`src/logic/serial_defs.svh`:
```
// -----------------------------------------------
// serial echo line parameters
// clock rate, baud rate and derived bit timing
// -----------------------------------------------

`ifndef SERIAL_DEFS_SVH
`define SERIAL_DEFS_SVH

// main clock in Hz
`define SERIAL_MAIN_CLK_HZ 27_000_000

// line rate in baud
`define SERIAL_BAUD 115_200

// data bits per character, 8N1 framing
`define SERIAL_BITS 8

// clocks per bit, rounded quotient (234 at 27 MHz)
`define SERIAL_CLKS_PER_BIT ((`SERIAL_MAIN_CLK_HZ + `SERIAL_BAUD / 2) / `SERIAL_BAUD)

`endif

```
`src/logic/serial_pkg.sv`:
```
// -----------------------------------------------
// serial echo types
// character and echo controller state
// -----------------------------------------------

`include "serial_defs.svh"

package serial_pkg;

	// one character on the line
	typedef logic [`SERIAL_BITS-1:0] char_t;

	// hold register occupancy
	typedef enum logic {
		EMPTY,
		HELD
	} echo_state_t;

endpackage

```
`src/logic/serial_rx.sv`:
```
// -----------------------------------------------
// 8N1 asynchronous receiver
// synchronizes the line, samples mid-bit, low bit
// first, and flags frames with a bad stop bit
// -----------------------------------------------

`timescale 1ns/100ps

`include "serial_defs.svh"

module serial_rx #(
	parameter int CLKS_PER_BIT = `SERIAL_CLKS_PER_BIT
) (
	input  logic              clk27,
	input  logic              rst,
	input  logic              serial_rx,
	output serial_pkg::char_t rx_char,
	output logic              rx_valid,
	output logic              frame_err
);
	import serial_pkg::*;

	localparam int CNT_W    = $clog2(CLKS_PER_BIT);
	localparam int HALF_BIT = CLKS_PER_BIT / 2;
	localparam int BIT_W    = $clog2(`SERIAL_BITS);

	typedef enum logic [1:0] {
		RX_IDLE,
		RX_START,
		RX_DATA,
		RX_STOP
	} rx_state_t;

	rx_state_t        state;
	logic [CNT_W-1:0] clk_cnt;
	logic [BIT_W-1:0] bit_cnt;
	logic             sync_q1;
	logic             sync_q2;
	// set after a framing error until the line is back high
	logic             wait_high;
	char_t            shift_q;

	// end of a full bit and end of half a bit
	wire bit_end  = (clk_cnt == CNT_W'(CLKS_PER_BIT - 1));
	wire half_end = (clk_cnt == CNT_W'(HALF_BIT - 1));
	wire last_bit = (bit_cnt == BIT_W'(`SERIAL_BITS - 1));

	// -----------------------------------------------
	// input synchronizer, idle line is high
	// -----------------------------------------------
	always_ff @(posedge clk27 or posedge rst) begin
		if (rst) begin
			sync_q1 <= 1'b1;
			sync_q2 <= 1'b1;
		end else begin
			sync_q1 <= serial_rx;
			sync_q2 <= sync_q1;
		end
	end

	// -----------------------------------------------
	// frame fsm
	// -----------------------------------------------
	always_ff @(posedge clk27 or posedge rst) begin
		if (rst) begin
			state     <= RX_IDLE;
			clk_cnt   <= '0;
			bit_cnt   <= '0;
			rx_valid  <= 1'b0;
			frame_err <= 1'b0;
			wait_high <= 1'b0;
		end else begin
			// strobes last one cycle
			rx_valid  <= 1'b0;
			frame_err <= 1'b0;
			case (state)
				RX_IDLE: begin
					clk_cnt <= '0;
					bit_cnt <= '0;
					if (sync_q2)
						wait_high <= 1'b0;
					else if (!wait_high)
						state <= RX_START;
				end
				RX_START: begin
					// half a bit in, start bit must still be low
					if (half_end) begin
						clk_cnt <= '0;
						state   <= sync_q2 ? RX_IDLE : RX_DATA;
					end else begin
						clk_cnt <= clk_cnt + 1'b1;
					end
				end
				RX_DATA: begin
					if (bit_end) begin
						clk_cnt <= '0;
						bit_cnt <= bit_cnt + 1'b1;
						if (last_bit)
							state <= RX_STOP;
					end else begin
						clk_cnt <= clk_cnt + 1'b1;
					end
				end
				RX_STOP: begin
					if (bit_end) begin
						clk_cnt <= '0;
						state   <= RX_IDLE;
						// stop bit low means a broken frame, drop it
						if (sync_q2) begin
							rx_valid <= 1'b1;
						end else begin
							frame_err <= 1'b1;
							wait_high <= 1'b1;
						end
					end else begin
						clk_cnt <= clk_cnt + 1'b1;
					end
				end
				default: state <= RX_IDLE;
			endcase
		end
	end

	// data shift, low bit arrives first so shift right
	always_ff @(posedge clk27) begin
		if (state == RX_DATA && bit_end)
			shift_q <= {sync_q2, shift_q[`SERIAL_BITS-1:1]};
	end

	// stays stable through the stop bit
	assign rx_char = shift_q;

endmodule

```
`src/logic/serial_tx.sv`:
```
// -----------------------------------------------
// 8N1 asynchronous transmitter
// start bit, data low bit first, stop bit
// -----------------------------------------------

`timescale 1ns/100ps

`include "serial_defs.svh"

module serial_tx #(
	parameter int CLKS_PER_BIT = `SERIAL_CLKS_PER_BIT
) (
	input  logic              clk27,
	input  logic              rst,
	input  serial_pkg::char_t tx_char,
	input  logic              tx_start,
	output logic              serial_tx,
	output logic              tx_busy
);
	import serial_pkg::*;

	// start + data + stop
	localparam int FRAME_BITS = `SERIAL_BITS + 2;
	localparam int CNT_W      = $clog2(CLKS_PER_BIT);
	localparam int BIT_W      = $clog2(FRAME_BITS);

	logic [CNT_W-1:0] clk_cnt;
	// bit index in frame, 0 is the start bit
	logic [BIT_W-1:0] bit_cnt;
	char_t            data_q;

	wire bit_end   = (clk_cnt == CNT_W'(CLKS_PER_BIT - 1));
	// last data bit, next one is the stop bit
	wire data_last = (bit_cnt == BIT_W'(`SERIAL_BITS));
	wire stop_last = (bit_cnt == BIT_W'(FRAME_BITS - 1));

	// -----------------------------------------------
	// line and bit timing
	// -----------------------------------------------
	always_ff @(posedge clk27 or posedge rst) begin
		if (rst) begin
			serial_tx <= 1'b1;
			tx_busy   <= 1'b0;
			clk_cnt   <= '0;
			bit_cnt   <= '0;
		end else if (!tx_busy) begin
			clk_cnt <= '0;
			bit_cnt <= '0;
			// start bit goes out right away
			if (tx_start) begin
				serial_tx <= 1'b0;
				tx_busy   <= 1'b1;
			end
		end else if (bit_end) begin
			clk_cnt <= '0;
			bit_cnt <= bit_cnt + 1'b1;
			if (stop_last)
				tx_busy <= 1'b0;
			else if (data_last)
				serial_tx <= 1'b1;
			else
				serial_tx <= data_q[0];
		end else begin
			clk_cnt <= clk_cnt + 1'b1;
		end
	end

	// character shift register, next data bit sits in bit 0
	always_ff @(posedge clk27) begin
		if (!tx_busy && tx_start)
			data_q <= tx_char;
		else if (tx_busy && bit_end && !data_last && !stop_last)
			data_q <= data_q >> 1;
	end

endmodule

```
`src/logic/echo_ctrl.sv`:
```
// -----------------------------------------------
// echo controller
// one character hold register between rx and tx
// -----------------------------------------------

`timescale 1ns/100ps

module echo_ctrl (
	input  logic              clk27,
	input  logic              rst,
	input  serial_pkg::char_t rx_char,
	input  logic              rx_valid,
	input  logic              tx_busy,
	output serial_pkg::char_t tx_char,
	output logic              tx_start
);
	import serial_pkg::*;

	echo_state_t state;
	char_t       hold_q;

	// kick the transmitter as soon as it is idle
	assign tx_start = (state == HELD) && !tx_busy;
	assign tx_char  = hold_q;

	// -----------------------------------------------
	// hold register occupancy
	// -----------------------------------------------
	always_ff @(posedge clk27 or posedge rst) begin
		if (rst) begin
			state <= EMPTY;
		end else begin
			// new character wins over the handoff
			if (rx_valid)
				state <= HELD;
			else if (tx_start)
				state <= EMPTY;
		end
	end

	// rx and tx share one rate, so no overrun here;
	// a character landing with tx_start is kept for the next echo
	always_ff @(posedge clk27) begin
		if (rx_valid)
			hold_q <= rx_char;
	end

endmodule

```
`src/logic/serial_echo.sv`:
```
// -----------------------------------------------
// serial echo top level
// receiver, echo controller and transmitter
// -----------------------------------------------

`timescale 1ns/100ps

`include "serial_defs.svh"

module serial_echo (
	input  logic clk27,
	input  logic rst,
	input  logic serial_rx,
	output logic serial_tx,
	output logic frame_error
);
	import serial_pkg::*;

	// rx to controller
	char_t rx_char;
	logic  rx_valid;
	logic  frame_err;

	// controller and tx
	char_t tx_char;
	logic  tx_start;
	logic  tx_busy;

	serial_rx #(
		.CLKS_PER_BIT(`SERIAL_CLKS_PER_BIT)
	) i_serial_rx (
		.clk27    (clk27),
		.rst      (rst),
		.serial_rx(serial_rx),
		.rx_char  (rx_char),
		.rx_valid (rx_valid),
		.frame_err(frame_err)
	);

	echo_ctrl i_echo_ctrl (
		.clk27   (clk27),
		.rst     (rst),
		.rx_char (rx_char),
		.rx_valid(rx_valid),
		.tx_busy (tx_busy),
		.tx_char (tx_char),
		.tx_start(tx_start)
	);

	serial_tx #(
		.CLKS_PER_BIT(`SERIAL_CLKS_PER_BIT)
	) i_serial_tx (
		.clk27    (clk27),
		.rst      (rst),
		.tx_char  (tx_char),
		.tx_start (tx_start),
		.serial_tx(serial_tx),
		.tx_busy  (tx_busy)
	);

	// broken frames are reported, not echoed
	assign frame_error = frame_err;

endmodule

```
`config.mk`:
```
export PLATFORM = sky130hd
export DESIGN_NAME = serial_echo
export DESIGN_NICKNAME = d
export VERILOG_FILES = /design/src/logic/serial_pkg.sv /design/src/logic/serial_rx.sv /design/src/logic/serial_tx.sv /design/src/logic/echo_ctrl.sv /design/src/logic/serial_echo.sv
export VERILOG_INCLUDE_DIRS = /design/src /design/src/logic
export SDC_FILE = /design/constraint.sdc
export NUM_CORES = 1
export LEC_CHECK = 0
export BUFFER_PORTS_ARGS = -buffer_cell sky130_fd_sc_hd__buf_2
export CORE_MARGIN = 1.5
export CORE_UTILIZATION = 57
export CTS_CLUSTER_DIAMETER = 100
export CTS_CLUSTER_SIZE = 14
export DETAILED_ROUTE_END_ITERATION = 12
export HOLD_SLACK_MARGIN = 0.05
export PLACE_DENSITY = 0.7
export SLEW_MARGIN = 10
export SYNTH_ARGS = -nofsm -noshare
export SYNTH_HDL_FRONTEND = slang
export SYNTH_SLANG_ARGS = --single-unit
export TNS_END_PERCENT = 50
```
`constraint.sdc`:
```
create_clock -name clk27 -period 2.6 [get_ports clk27]
set_clock_uncertainty 0.1 [all_clocks]
set_input_delay 0.26 -clock clk27 [delete_from_list [all_inputs] [get_ports clk27]]
set_output_delay 0.26 -clock clk27 [all_outputs]
set_load 0.03 [all_outputs]
```
==> qor.yml, run 1 <==
pwr:
  power_mw: 1.84
  ir_drop_mv: 0.462
  p_leak_nw: 1.08
  powerDensity_nw_per_um2: 661
yosys:
  synth_edf_count: 24
  syn_inst: 195
  synth_seq_area_share_pct: 62.4
  synth_cell_types: 40
  yosys_most_used_dff: "dfrtp_1"
  ys_ff_latch: 57
  yosys_warnings: 0
  syn_area_per_cell_sq_um: 12.7
  syn_nets: 208
  synth_area_sq_um: 2490
  async_reset_ff_share_pct: 57.9
setup_path:
  cp.required_ps: 2540
  critical_path_class: "reg2reg"
  rrSetupSlack_ps: 610
  reg2reg_depth: 6
  start_kind: "flip-flop"
  cp-end-kind: "flip-flop"
  cp_max_fo: 8
  crit_arrival_ps: 1930
cts:
  htreeDepth: 3
  numCtsBuffers: 9
  clock_latency_ps: 330
  clkTransAtPathRegs_ps: 60
  clock_path_buffers: 2
  cts_root_buffer: "clkbuf_8"
  cts_tree: "built"
  post_cts_resized: 0
  clkSinkCount: 57
timing:
  maxSlewViolCount: 0
  fmax_mhz: 502
  rsz0062_at_grt: "no"
  hold_viol: 0
  period_share_pct: 76.6
  tightest_slew_ps: 806
  min_period_ps: 1990
  finalSetupViolCount: 0
  relSlewSlack_pct: 46.2
  tns_ps: 0
worst_hold_path:
  hp-class: "reg2reg"
  holdPathStages: 0
floorplanning:
  core_sq_um: 4090
  dieArea_sq_um: 4770
  ios: 5
  start_util_pct: 60.8
  std_cell_rows: 23
  die_width_um: 69.0
  die_h_um: 69.0
global_routing:
  grt_pass1_vias: 1474
  antenna_found_initial: 0
  grt_overflow: 0
  grt_pass1_wl_um: 6690
  grt_max_degree: 34
  grt_usage_pct: 18.1
detailed_routing:
  wl_per_cell_um: 13.8
  drt_iter0_drc: 66
  routed_wl_um: 3620
  drc_errors: 0
  ant_nets: 0
  drt_pass1_iterations: 4
  routed_via_density: 5.54
  routed-via-count: 1451
job:
  max_cap_viol_count: 0
finish:
  n_antenna_cell: 0
  num-nets-final: 220
  area_growth_pct: 12.1
  drive_above_1_share_pct: 17.5
placement:
  hpwl_um: 2390
  finalWeightedCongestion: 0.812
  io_buffers: 4
status:
  status: "finished clean"
==> synth_stat cells, types with 2 or more instances <==
master    instances  share of area, %
dfrtp_1          30                30
edfxtp_1         24                29
nand2_1          17               2.6
nor2_1           17               2.6
ha_1             10               5.0
inv_1             9               1.4
nand3_1           8               1.6
mux2_2            7               3.2
nor3_1            7               1.4
xnor2_1           7               2.5
nor2b_1           6               1.5
xor2_1            6               2.1
and2_1            4               1.0
mux2i_1           4               1.6
a21o_1            3              0.91
clkbuf_1          3              0.45
dfstp_2           3               3.2
nand2b_1          3              0.75
o21ai_0           3              0.60
a31oi_1           2              0.50
buf_2             2              0.40
o31ai_1           2              0.60
==> cells by family after synthesis <==
kind of cell             share of synthesized area [%]
AND/OR/NAND/NOR                                   15.0
flip-flops                                        62.4
multiplexers                                      4.78
AO/OA/AOI/OAI                                     5.38
XOR/XNOR                                          4.58
buffers and inverters                             2.82
adder cells (fa/ha/maj)                           5.03
==> area by class of cell <==
type	instances	area (sq um)
clock inverter	7	95.1
tap	50	62.6
inverter	9	33.8
fill	306	1300
timing repair buffer	8	55.1
multi-input combinational	122	866
clock buffer	9	124
sequential	57	1550
==> report_power, final <==
part,internal [mW],leakage [nW],switching [mW],total [mW]
clock network,0.538,0.111,0.351,0.890
logic,0.00425,0.344,0.0108,0.0150
registers,0.936,0.625,0.00137,0.937
==> registers in the layout (all words and copies together) (netlist names), 3 cells and up, named ones only <==
name and count:
i_serial_tx.bit_cnt 4, i_serial_rx.bit_cnt 3, i_serial_tx.clk_cnt 8, i_serial_rx.clk_cnt 8, i_serial_rx.rx_char 8, i_serial_tx.data_q 8
i_echo_ctrl.tx_char 8
==> through the flow <==
step           instances  hold WS (ps)  worst slack [ps]  utilization, %  cell area, sq um
6_report             262           256               610            68.2              2790
5_1_grt              262           259               454            68.2              2790
4_1_cts              262           258               591            68.2              2790
3_5_place_dp         244           249               608            62.3              2550
3_3_place_gp         244           247               664            62.3              2550
2_1_floorplan        195           164               333               -              2490
==> final timing paths <==
kind / start / end
min: i_serial_rx.sync_q1 / i_serial_rx.sync_q2
max in group asynchronous: rst / i_serial_rx.sync_q2
max: i_serial_rx.clk_cnt[1] / i_serial_rx.rx_char[1]
max reg2reg: i_serial_rx.clk_cnt[1] / i_serial_rx.rx_char[1]
min in group asynchronous: rst / i_serial_rx.clk_cnt[2]
min reg2reg: i_serial_rx.sync_q1 / i_serial_rx.sync_q2
==> routing by layer <==
metal / GRT usage [%] / routed length, um
met1: 21.1 / 1640
met2: 29.1 / 1770
met3: 7.16 / 123
met4: 8.71 / 86
met5: 0 / 0
==> timing repair <==
item | CTS | global route
setup buffers | 0 | 0
endpoints found under the hold margin | 31 | 0
hold buffers | 2 | 0
==> cells in the final DEF (no fill, tap or decap), types with 6 or more instances in the layout <==
master / instances
mux2_2: 7
clkbuf_8: 9
dfrtp_1: 30
xor2_1: 6
nand3_1: 8
nand2_1: 17
nor3_1: 7
inv_1: 9
edfxtp_1: 24
nor2b_1: 6
nor2_1: 17
xnor2_1: 7
ha_1: 10
==> worst max-delay path, stage by stage (launching register included) <==
cell     delay (ps)
dfrtp_1         400
inv_1            90
ha_1            160
nand4_2          90
or3_1           490
nor3_1          170
buf_4           190
Note: power is estimated with default switching activity, not from simulation.
==> run 2, diff against run 1 <==
==> constraint.sdc (replaced) <==
create_clock -name clk27 -period 1.9 [get_ports clk27]
set_clock_uncertainty 0.1 [all_clocks]
set_input_delay 0.19 -clock clk27 [delete_from_list [all_inputs] [get_ports clk27]]
set_output_delay 0.19 -clock clk27 [all_outputs]
set_load 0.03 [all_outputs]
==> run 2 against run 1 <==
Effect of this change:
- clock power up 15%
- worst setup slack worse by 550 ps
- power up 26%
- worst hold slack better by 2.4 ps
- cell count up 7.3%
- register-to-register slack worse by 550 ps
- non-clock buffer count up 19
- utilization up 4.0 points
- flip-flop and latch count unchanged
- routed wire length up 11%
- design area up 5.9%
- critical path type unchanged
- critical endpoint is now i_serial_rx.clk_cnt[0]
- highest routed layer unchanged
==> qor.yml, run 2 (synthesis gave the netlist of run 1 again) <==
status:
  status: "finished clean"  # unchanged
pwr:
  p_leak_nw: 1.19  # was 1.08 nW
  p_int_mw: 1.86  # was 1.48 mW
  p_comb_share_pct: 0.9  # was 0.8%
  powerDensity_nw_per_um2: 786  # was 661 nW/um^2
  p_seq_share_pct: 55.3  # was 50.9%
  p_switching_mw: 0.461  # was 0.363 mW
  p_sw_share_pct: 19.9  # was 19.7%
  ir_drop_mv: 0.582  # was 0.462 mV
  pwr-share-clk_pct: 43.8  # was 48.3%
global_routing:
  antenna_found_initial: 0  # unchanged
  grt_pass1_vias: 1542  # was 1,474
  grt_pass1_wl_um: 7100  # was 6690 um
  grt_usage_pct: 19.4  # was 18.1%
  grt_overflow: 0  # unchanged
  grt_max_degree: 34  # unchanged
finish:
  final_cell_mix: "dfrtp_1 (30), edfxtp_1 (24), buf_4 (19)"  # was dfrtp_1 (30), edfxtp_1 (24), nand2_1 (17), nor2_1 (17), ha_1 (10)
  n_antenna_cell: 0  # unchanged
  num-nets-final: 239  # was 220
  utilization_pct: 72.2  # was 68.2%
  area_growth_pct: 18.7  # was 12.1%
  mostFrequentLayoutCell: "dfrtp_1"  # unchanged
  drive_above_1_share_pct: 27.7  # was 17.5%
detailed_routing:
  wl_per_cell_um: 14.3  # was 13.8 um
  ant_nets: 0  # unchanged
  routed_wl_um: 4020  # was 3620 um
  routed-via-count: 1503  # was 1,451
  drt_pass1_iterations: 4  # unchanged
  drc_errors: 0  # unchanged
  drt_iter0_drc: 92  # was 66
  routed_via_density: 5.35  # was 5.54
floorplanning:
  std_cell_rows: 23  # unchanged
  dieArea_sq_um: 4770  # unchanged
  die_width_um: 69.0  # unchanged
  die_h_um: 69.0  # unchanged
  core_sq_um: 4090  # unchanged
  ios: 5  # unchanged
  start_util_pct: 60.8  # unchanged
timing:
  maxSlewViolCount: 0  # unchanged
  hold_viol: 0  # unchanged
  relSlewSlack_pct: 72.9  # was 46.2%
  min_period_ps: 1840  # was 1990 ps
  period_share_pct: 97.0  # was 76.6%
  finalSetupViolCount: 0  # unchanged
  rsz0062_at_grt: "yes"  # was no
  fmax_mhz: 542  # was 502 MHz
  fin_ws_ps: 56.7  # was 610 ps
  tightest_slew_ps: 406  # was 806 ps
worst_hold_path:
  holdPathStages: 0  # unchanged
  hp-class: "reg2reg"  # unchanged
placement:
  io_buffers: 4  # unchanged
  dp_worst_setup_slack_ps: -33.0  # was 608 ps
  hpwl_um: 2590  # was 2390 um
  finalWeightedCongestion: 0.833  # was 0.812
cts:
  clock_path_buffers: 2  # unchanged
  clkSinkCount: 57  # unchanged
  clock_latency_ps: 330  # about the same
  cts_tree: "built"  # unchanged
  htreeDepth: 3  # unchanged
  clkTransAtPathRegs_ps: 60  # about the same
  cts_root_buffer: "clkbuf_8"  # unchanged
  numCtsBuffers: 9  # unchanged
setup_path:
  critical_path_class: "reg2reg"  # unchanged
  crit_arrival_ps: 1950  # was 1930 ps
  reg2reg_depth: 7  # was 6
  cp.required_ps: 2000  # was 2540 ps
  cp_max_fo: 8  # unchanged
  start_kind: "flip-flop"  # unchanged
  cp-end-kind: "flip-flop"  # unchanged
job:
  max_cap_viol_count: 0  # unchanged
## run 2: power groups by stage
stage	combinational (mW)	sequential, mW	clock [mW]
floorplan	0.0109	1.31	0
global placement	0.0180	1.31	0
detailed placement	0.0184	1.31	0
CTS	0.0216	1.28	1.06
global route	0.0242	1.28	1.13
finish	0.0203	1.28	1.02
## run 2: path summary, 6_finish.rpt
kind / endpoint / startpoint / slack, ps
worst min-delay path: i_serial_rx.sync_q2 / i_serial_rx.sync_q1 / 260
min in group asynchronous: i_serial_tx.bit_cnt[0] / rst / 390
worst max register to register: i_serial_rx.clk_cnt[0] / i_serial_rx.clk_cnt[0] / 60
max in group asynchronous: i_serial_rx.sync_q1 / rst / 990
worst max-delay path: i_serial_rx.clk_cnt[0] / i_serial_rx.clk_cnt[0] / 60
worst min register to register: i_serial_rx.sync_q2 / i_serial_rx.sync_q1 / 260
## run 2: layer usage
| metal | GRT usage [%] | routed length (um) |
|---|---|---|
| met1 | 24.3 | 1770 |
| met2 | 30.0 | 2030 |
| met3 | 7.60 | 158 |
| met4 | 8.50 | 68 |
| met5 | 0 | 0 |
## run 2: through the flow
step / TNS (ps) / std cells / power, mW / instance area (sq um) / hold slack, ps
global route: -287 / 281 / 2.43 / 2950 / 266
CTS: 0 / 275 / 2.36 / 2880 / 261
finish: 0 / 281 / 2.32 / 2950 / 259
detailed placement: -177 / 257 / 1.32 / 2670 / 198
floorplan: 0 / 195 / 1.32 / 2500 / 94.5
global placement: 0 / 257 / 1.32 / 2670 / 192
## run 2: cell type report
class                   count  area, sq um
inverters                   9         36.3
fillers                   290         1130
well taps                  50         62.6
clock buffers              13          169
repair buffers             27          214
clock inverters             3         15.0
flip-flops and latches     57         1550
multi-input cells         122          905
## run 2: repair_timing
action / in CTS / in global routing
resized for setup: 1 / 9
endpoints found under the hold margin: 31 / 0
cloned: 0 / 0
setup buffers: 0 / 6
hold buffers: 2 / 0
pin swaps: 0 / 10
endpoints found under the setup margin: 8 / 11
## run 2: worst max-delay path, stage by stage, from the launching register on
cell and delay [ps]:
dfrtp_1 390, buf_6 130, inv_4 50, ha_4 110, nand3_2 60, or4_4 520, a22oi_4 280, nor2_1 80
==> run 3, diff against run 2 <==
--- a/config.mk
+++ b/config.mk
@@ -7,7 +7,7 @@
 export NUM_CORES = 1
 export LEC_CHECK = 0
 export BUFFER_PORTS_ARGS = -buffer_cell sky130_fd_sc_hd__buf_2
-export CORE_MARGIN = 1.5
+export CORE_MARGIN = 4
 export CORE_UTILIZATION = 57
 export CTS_CLUSTER_DIAMETER = 100
 export CTS_CLUSTER_SIZE = 14
==> run 3 against run 2 <==
Effect of this change:
- utilization fell by 0.32 points
- non-clock buffer count fell by 6
- critical path type unchanged
- worst hold slack got worse by 2.0 ps
- largest cell class unchanged
- clock-buffer cell count fell by 3
- register-to-register slack barely moved
- design area rose by 0.25%
==> qor.yml, run 3 (synthesis gave the netlist of run 1 again) <==
timing:
  hold_viol: 0  # unchanged
  fin_ws_ps: 65.0  # was 56.7 ps
  rsz0062_at_grt: "yes"  # unchanged
  tightest_slew_ps: 415  # was 406 ps
  finalSetupViolCount: 0  # unchanged
  fmax_mhz: 545  # was 542 MHz
  maxSlewViolCount: 0  # unchanged
  relSlewSlack_pct: 72.3  # was 72.9%
  min_period_ps: 1840  # about the same
  period_share_pct: 96.6  # was 97.0%
  whs_ps: 257  # was 259 ps
setup_path:
  path_cells: "buf_6, inv_1, ha_1, nand3_1, or4_4, a22oi_4, nor2_1"  # was buf_6, inv_4, ha_4, nand3_2, or4_4, a22oi_4, nor2_1
  start_kind: "flip-flop"  # unchanged
  cp_max_fo: 8  # unchanged
  rrSetupSlack_ps: 60  # about the same
  cp_slowest_stage_delay_ps: 480  # was 520 ps
  crit_arrival_ps: 1940  # was 1950 ps
  cp.required_ps: 2000  # about the same
  crit_buf_inv: 2  # unchanged
  cp_slowest_cell: "or4_4"  # unchanged
  critical_path_class: "reg2reg"  # unchanged
  cp-end-kind: "flip-flop"  # unchanged
  cpLargestDelayFamily: "simple AND/OR/NAND/NOR gates"  # unchanged
finish:
  seqCellArea_sq_um: 1550  # unchanged
  mostFrequentLayoutCell: "dfrtp_1"  # unchanged
  final_cell_mix: "dfrtp_1 (30), edfxtp_1 (24), nand2_1 (17)"  # was dfrtp_1 (30), edfxtp_1 (24), buf_4 (19)
  fillers: 254  # was 290
  area_growth_pct: 19.0  # was 18.7%
  utilization_pct: 71.9  # was 72.2%
  multi_input_area_sq_um: 905  # unchanged
  n_antenna_cell: 0  # unchanged
  fin_area_sq_um: 2960  # was 2950 sq um
  drive_above_1_share_pct: 25.8  # was 27.7%
  num-nets-final: 233  # was 239
  stdcell_count: 275  # was 281
cts:
  clock_path_buffers: 2  # unchanged
  cts_tree: "built"  # unchanged
  cts_root_buffer: "clkbuf_8"  # unchanged
  postCtsSetupBuffers: 0  # unchanged
  clkSinkCount: 57  # unchanged
  htreeDepth: 3  # unchanged
  clkTransAtPathRegs_ps: 60  # about the same
  clock_latency_ps: 330  # about the same
  numCtsBuffers: 9  # unchanged
status:
  status: "finished clean"  # unchanged
pwr:
  p_comb_share_pct: 0.8  # was 0.9%
  p_sw_share_pct: 18.3  # was 19.9%
  pwr-share-clk_pct: 50.6  # was 43.8%
  p_seq_share_pct: 48.7  # was 55.3%
  powerDensity_nw_per_um2: 891  # was 786 nW/um^2
  p_switching_mw: 0.484  # was 0.461 mW
  p_int_mw: 2.15  # was 1.86 mW
  ir_drop_mv: 0.778  # was 0.582 mV
  p_leak_nw: 1.18  # was 1.19 nW
detailed_routing:
  ant_nets: 0  # unchanged
  routed_via_density: 5.36  # was 5.35
  drt_pass1_iterations: 4  # unchanged
  drc_errors: 0  # unchanged
  routed-via-count: 1475  # was 1,503
  wl_per_cell_um: 14.7  # was 14.3 um
  drt_iter0_drc: 139  # was 92
  routed_wl_um: 4040  # was 4020 um
floorplanning:
  std_cell_rows: 23  # unchanged
  die_width_um: 74.0  # was 69.0 um
  dieArea_sq_um: 5480  # was 4770 sq um
  start_util_pct: 60.4  # was 60.8%
  core_sq_um: 4120  # was 4090 sq um
  die_h_um: 74.0  # was 69.0 um
  ios: 5  # unchanged
job:
  max_cap_viol_count: 0  # unchanged
worst_hold_path:
  hp-class: "reg2reg"  # unchanged
global_routing:
  grt_pass1_vias: 1548  # was 1,542
  antenna_found_initial: 0  # unchanged
  grt_usage_pct: 17.4  # was 19.4%
  grt_pass1_wl_um: 6930  # was 7100 um
  grt_max_degree: 34  # unchanged
  grt_overflow: 0  # unchanged
placement:
  finalWeightedCongestion: 0.819  # was 0.833
  hpwl_um: 2790  # was 2590 um
  placedCellCount: 257  # unchanged
  dp_worst_setup_slack_ps: -43.6  # was -33.0 ps
  placed_area_sq_um: 2670  # unchanged
  io_buffers: 4  # unchanged
## run 3: cell count changes in the layout (fill, tap and decap cells not counted), sizes merged
cell,before,now
buf,25,19
clkinv,3,2
bufinv,0,3
clkbuf,13,10
clkinvlp,0,1
## run 3: timing repair
action	CTS	global route
gates resized for setup	1	8
pin swaps	0	4
setup endpoints to repair	16	11
hold buffers	2	0
endpoints found under the hold margin	31	0
## run 3: metal layers
| metal | track usage, % | up-vias | wire, um |
|---|---|---|---|
| met5 | 0 | - | 0 |
| met4 | 10.3 | 0 | 83 |
| met3 | 4.86 | 9 | 100 |
| met2 | 28.6 | 19 | 2100 |
| met1 | 20.2 | 720 | 1750 |
| li1 | - | 727 | - |
## run 3: metrics by stage
| stage | power, mW | setup TNS [ps] |
|---|---|---|
| global placement | 1.32 | 0 |
| finish | 2.64 | 0 |
| CTS | 2.66 | 0 |
| global route | 2.72 | -49.5 |
| floorplan | 1.32 | 0 |
| detailed placement | 1.33 | -274 |
## run 3: power groups by stage
stage	logic, mW	registers [mW]	clock network [mW]
after detailed placement	0.0189	1.31	0
after global routing	0.0245	1.28	1.42
after CTS	0.0220	1.28	1.35
final	0.0209	1.28	1.33
after global placement	0.0180	1.31	0
after floorplan	0.0109	1.31	0
## run 3: cell type report
type / count / share of cell area, %
repair buffers: 21 / 5.84
inverters: 9 / 1.14
clock buffers: 10 / 4.31
flip-flops and latches: 57 / 52.4
well taps: 50 / 2.11
clock inverters: 6 / 3.64
multi-input cells: 122 / 30.6
## run 3: worst paths after layout
check	from	end	cells past startpoint
setup / recovery	i_serial_rx.clk_cnt[0]	i_serial_rx.clk_cnt[7]	7
hold / removal	i_serial_rx.sync_q1	i_serial_rx.sync_q2	0
setup reg to reg	i_serial_rx.clk_cnt[0]	i_serial_rx.clk_cnt[7]	7
hold reg to reg	i_serial_rx.sync_q1	i_serial_rx.sync_q2	0
max in group asynchronous	rst	i_serial_rx.sync_q2	4
min in group asynchronous	rst	i_echo_ctrl.state	4
## run 3: worst reg2reg max path, stage by stage, from the launching register on
cell     delay [ps]
dfrtp_1         390
buf_6           130
inv_1            50
ha_1            140
nand3_1          70
or4_4           480
a22oi_4         260
nor2_1           90
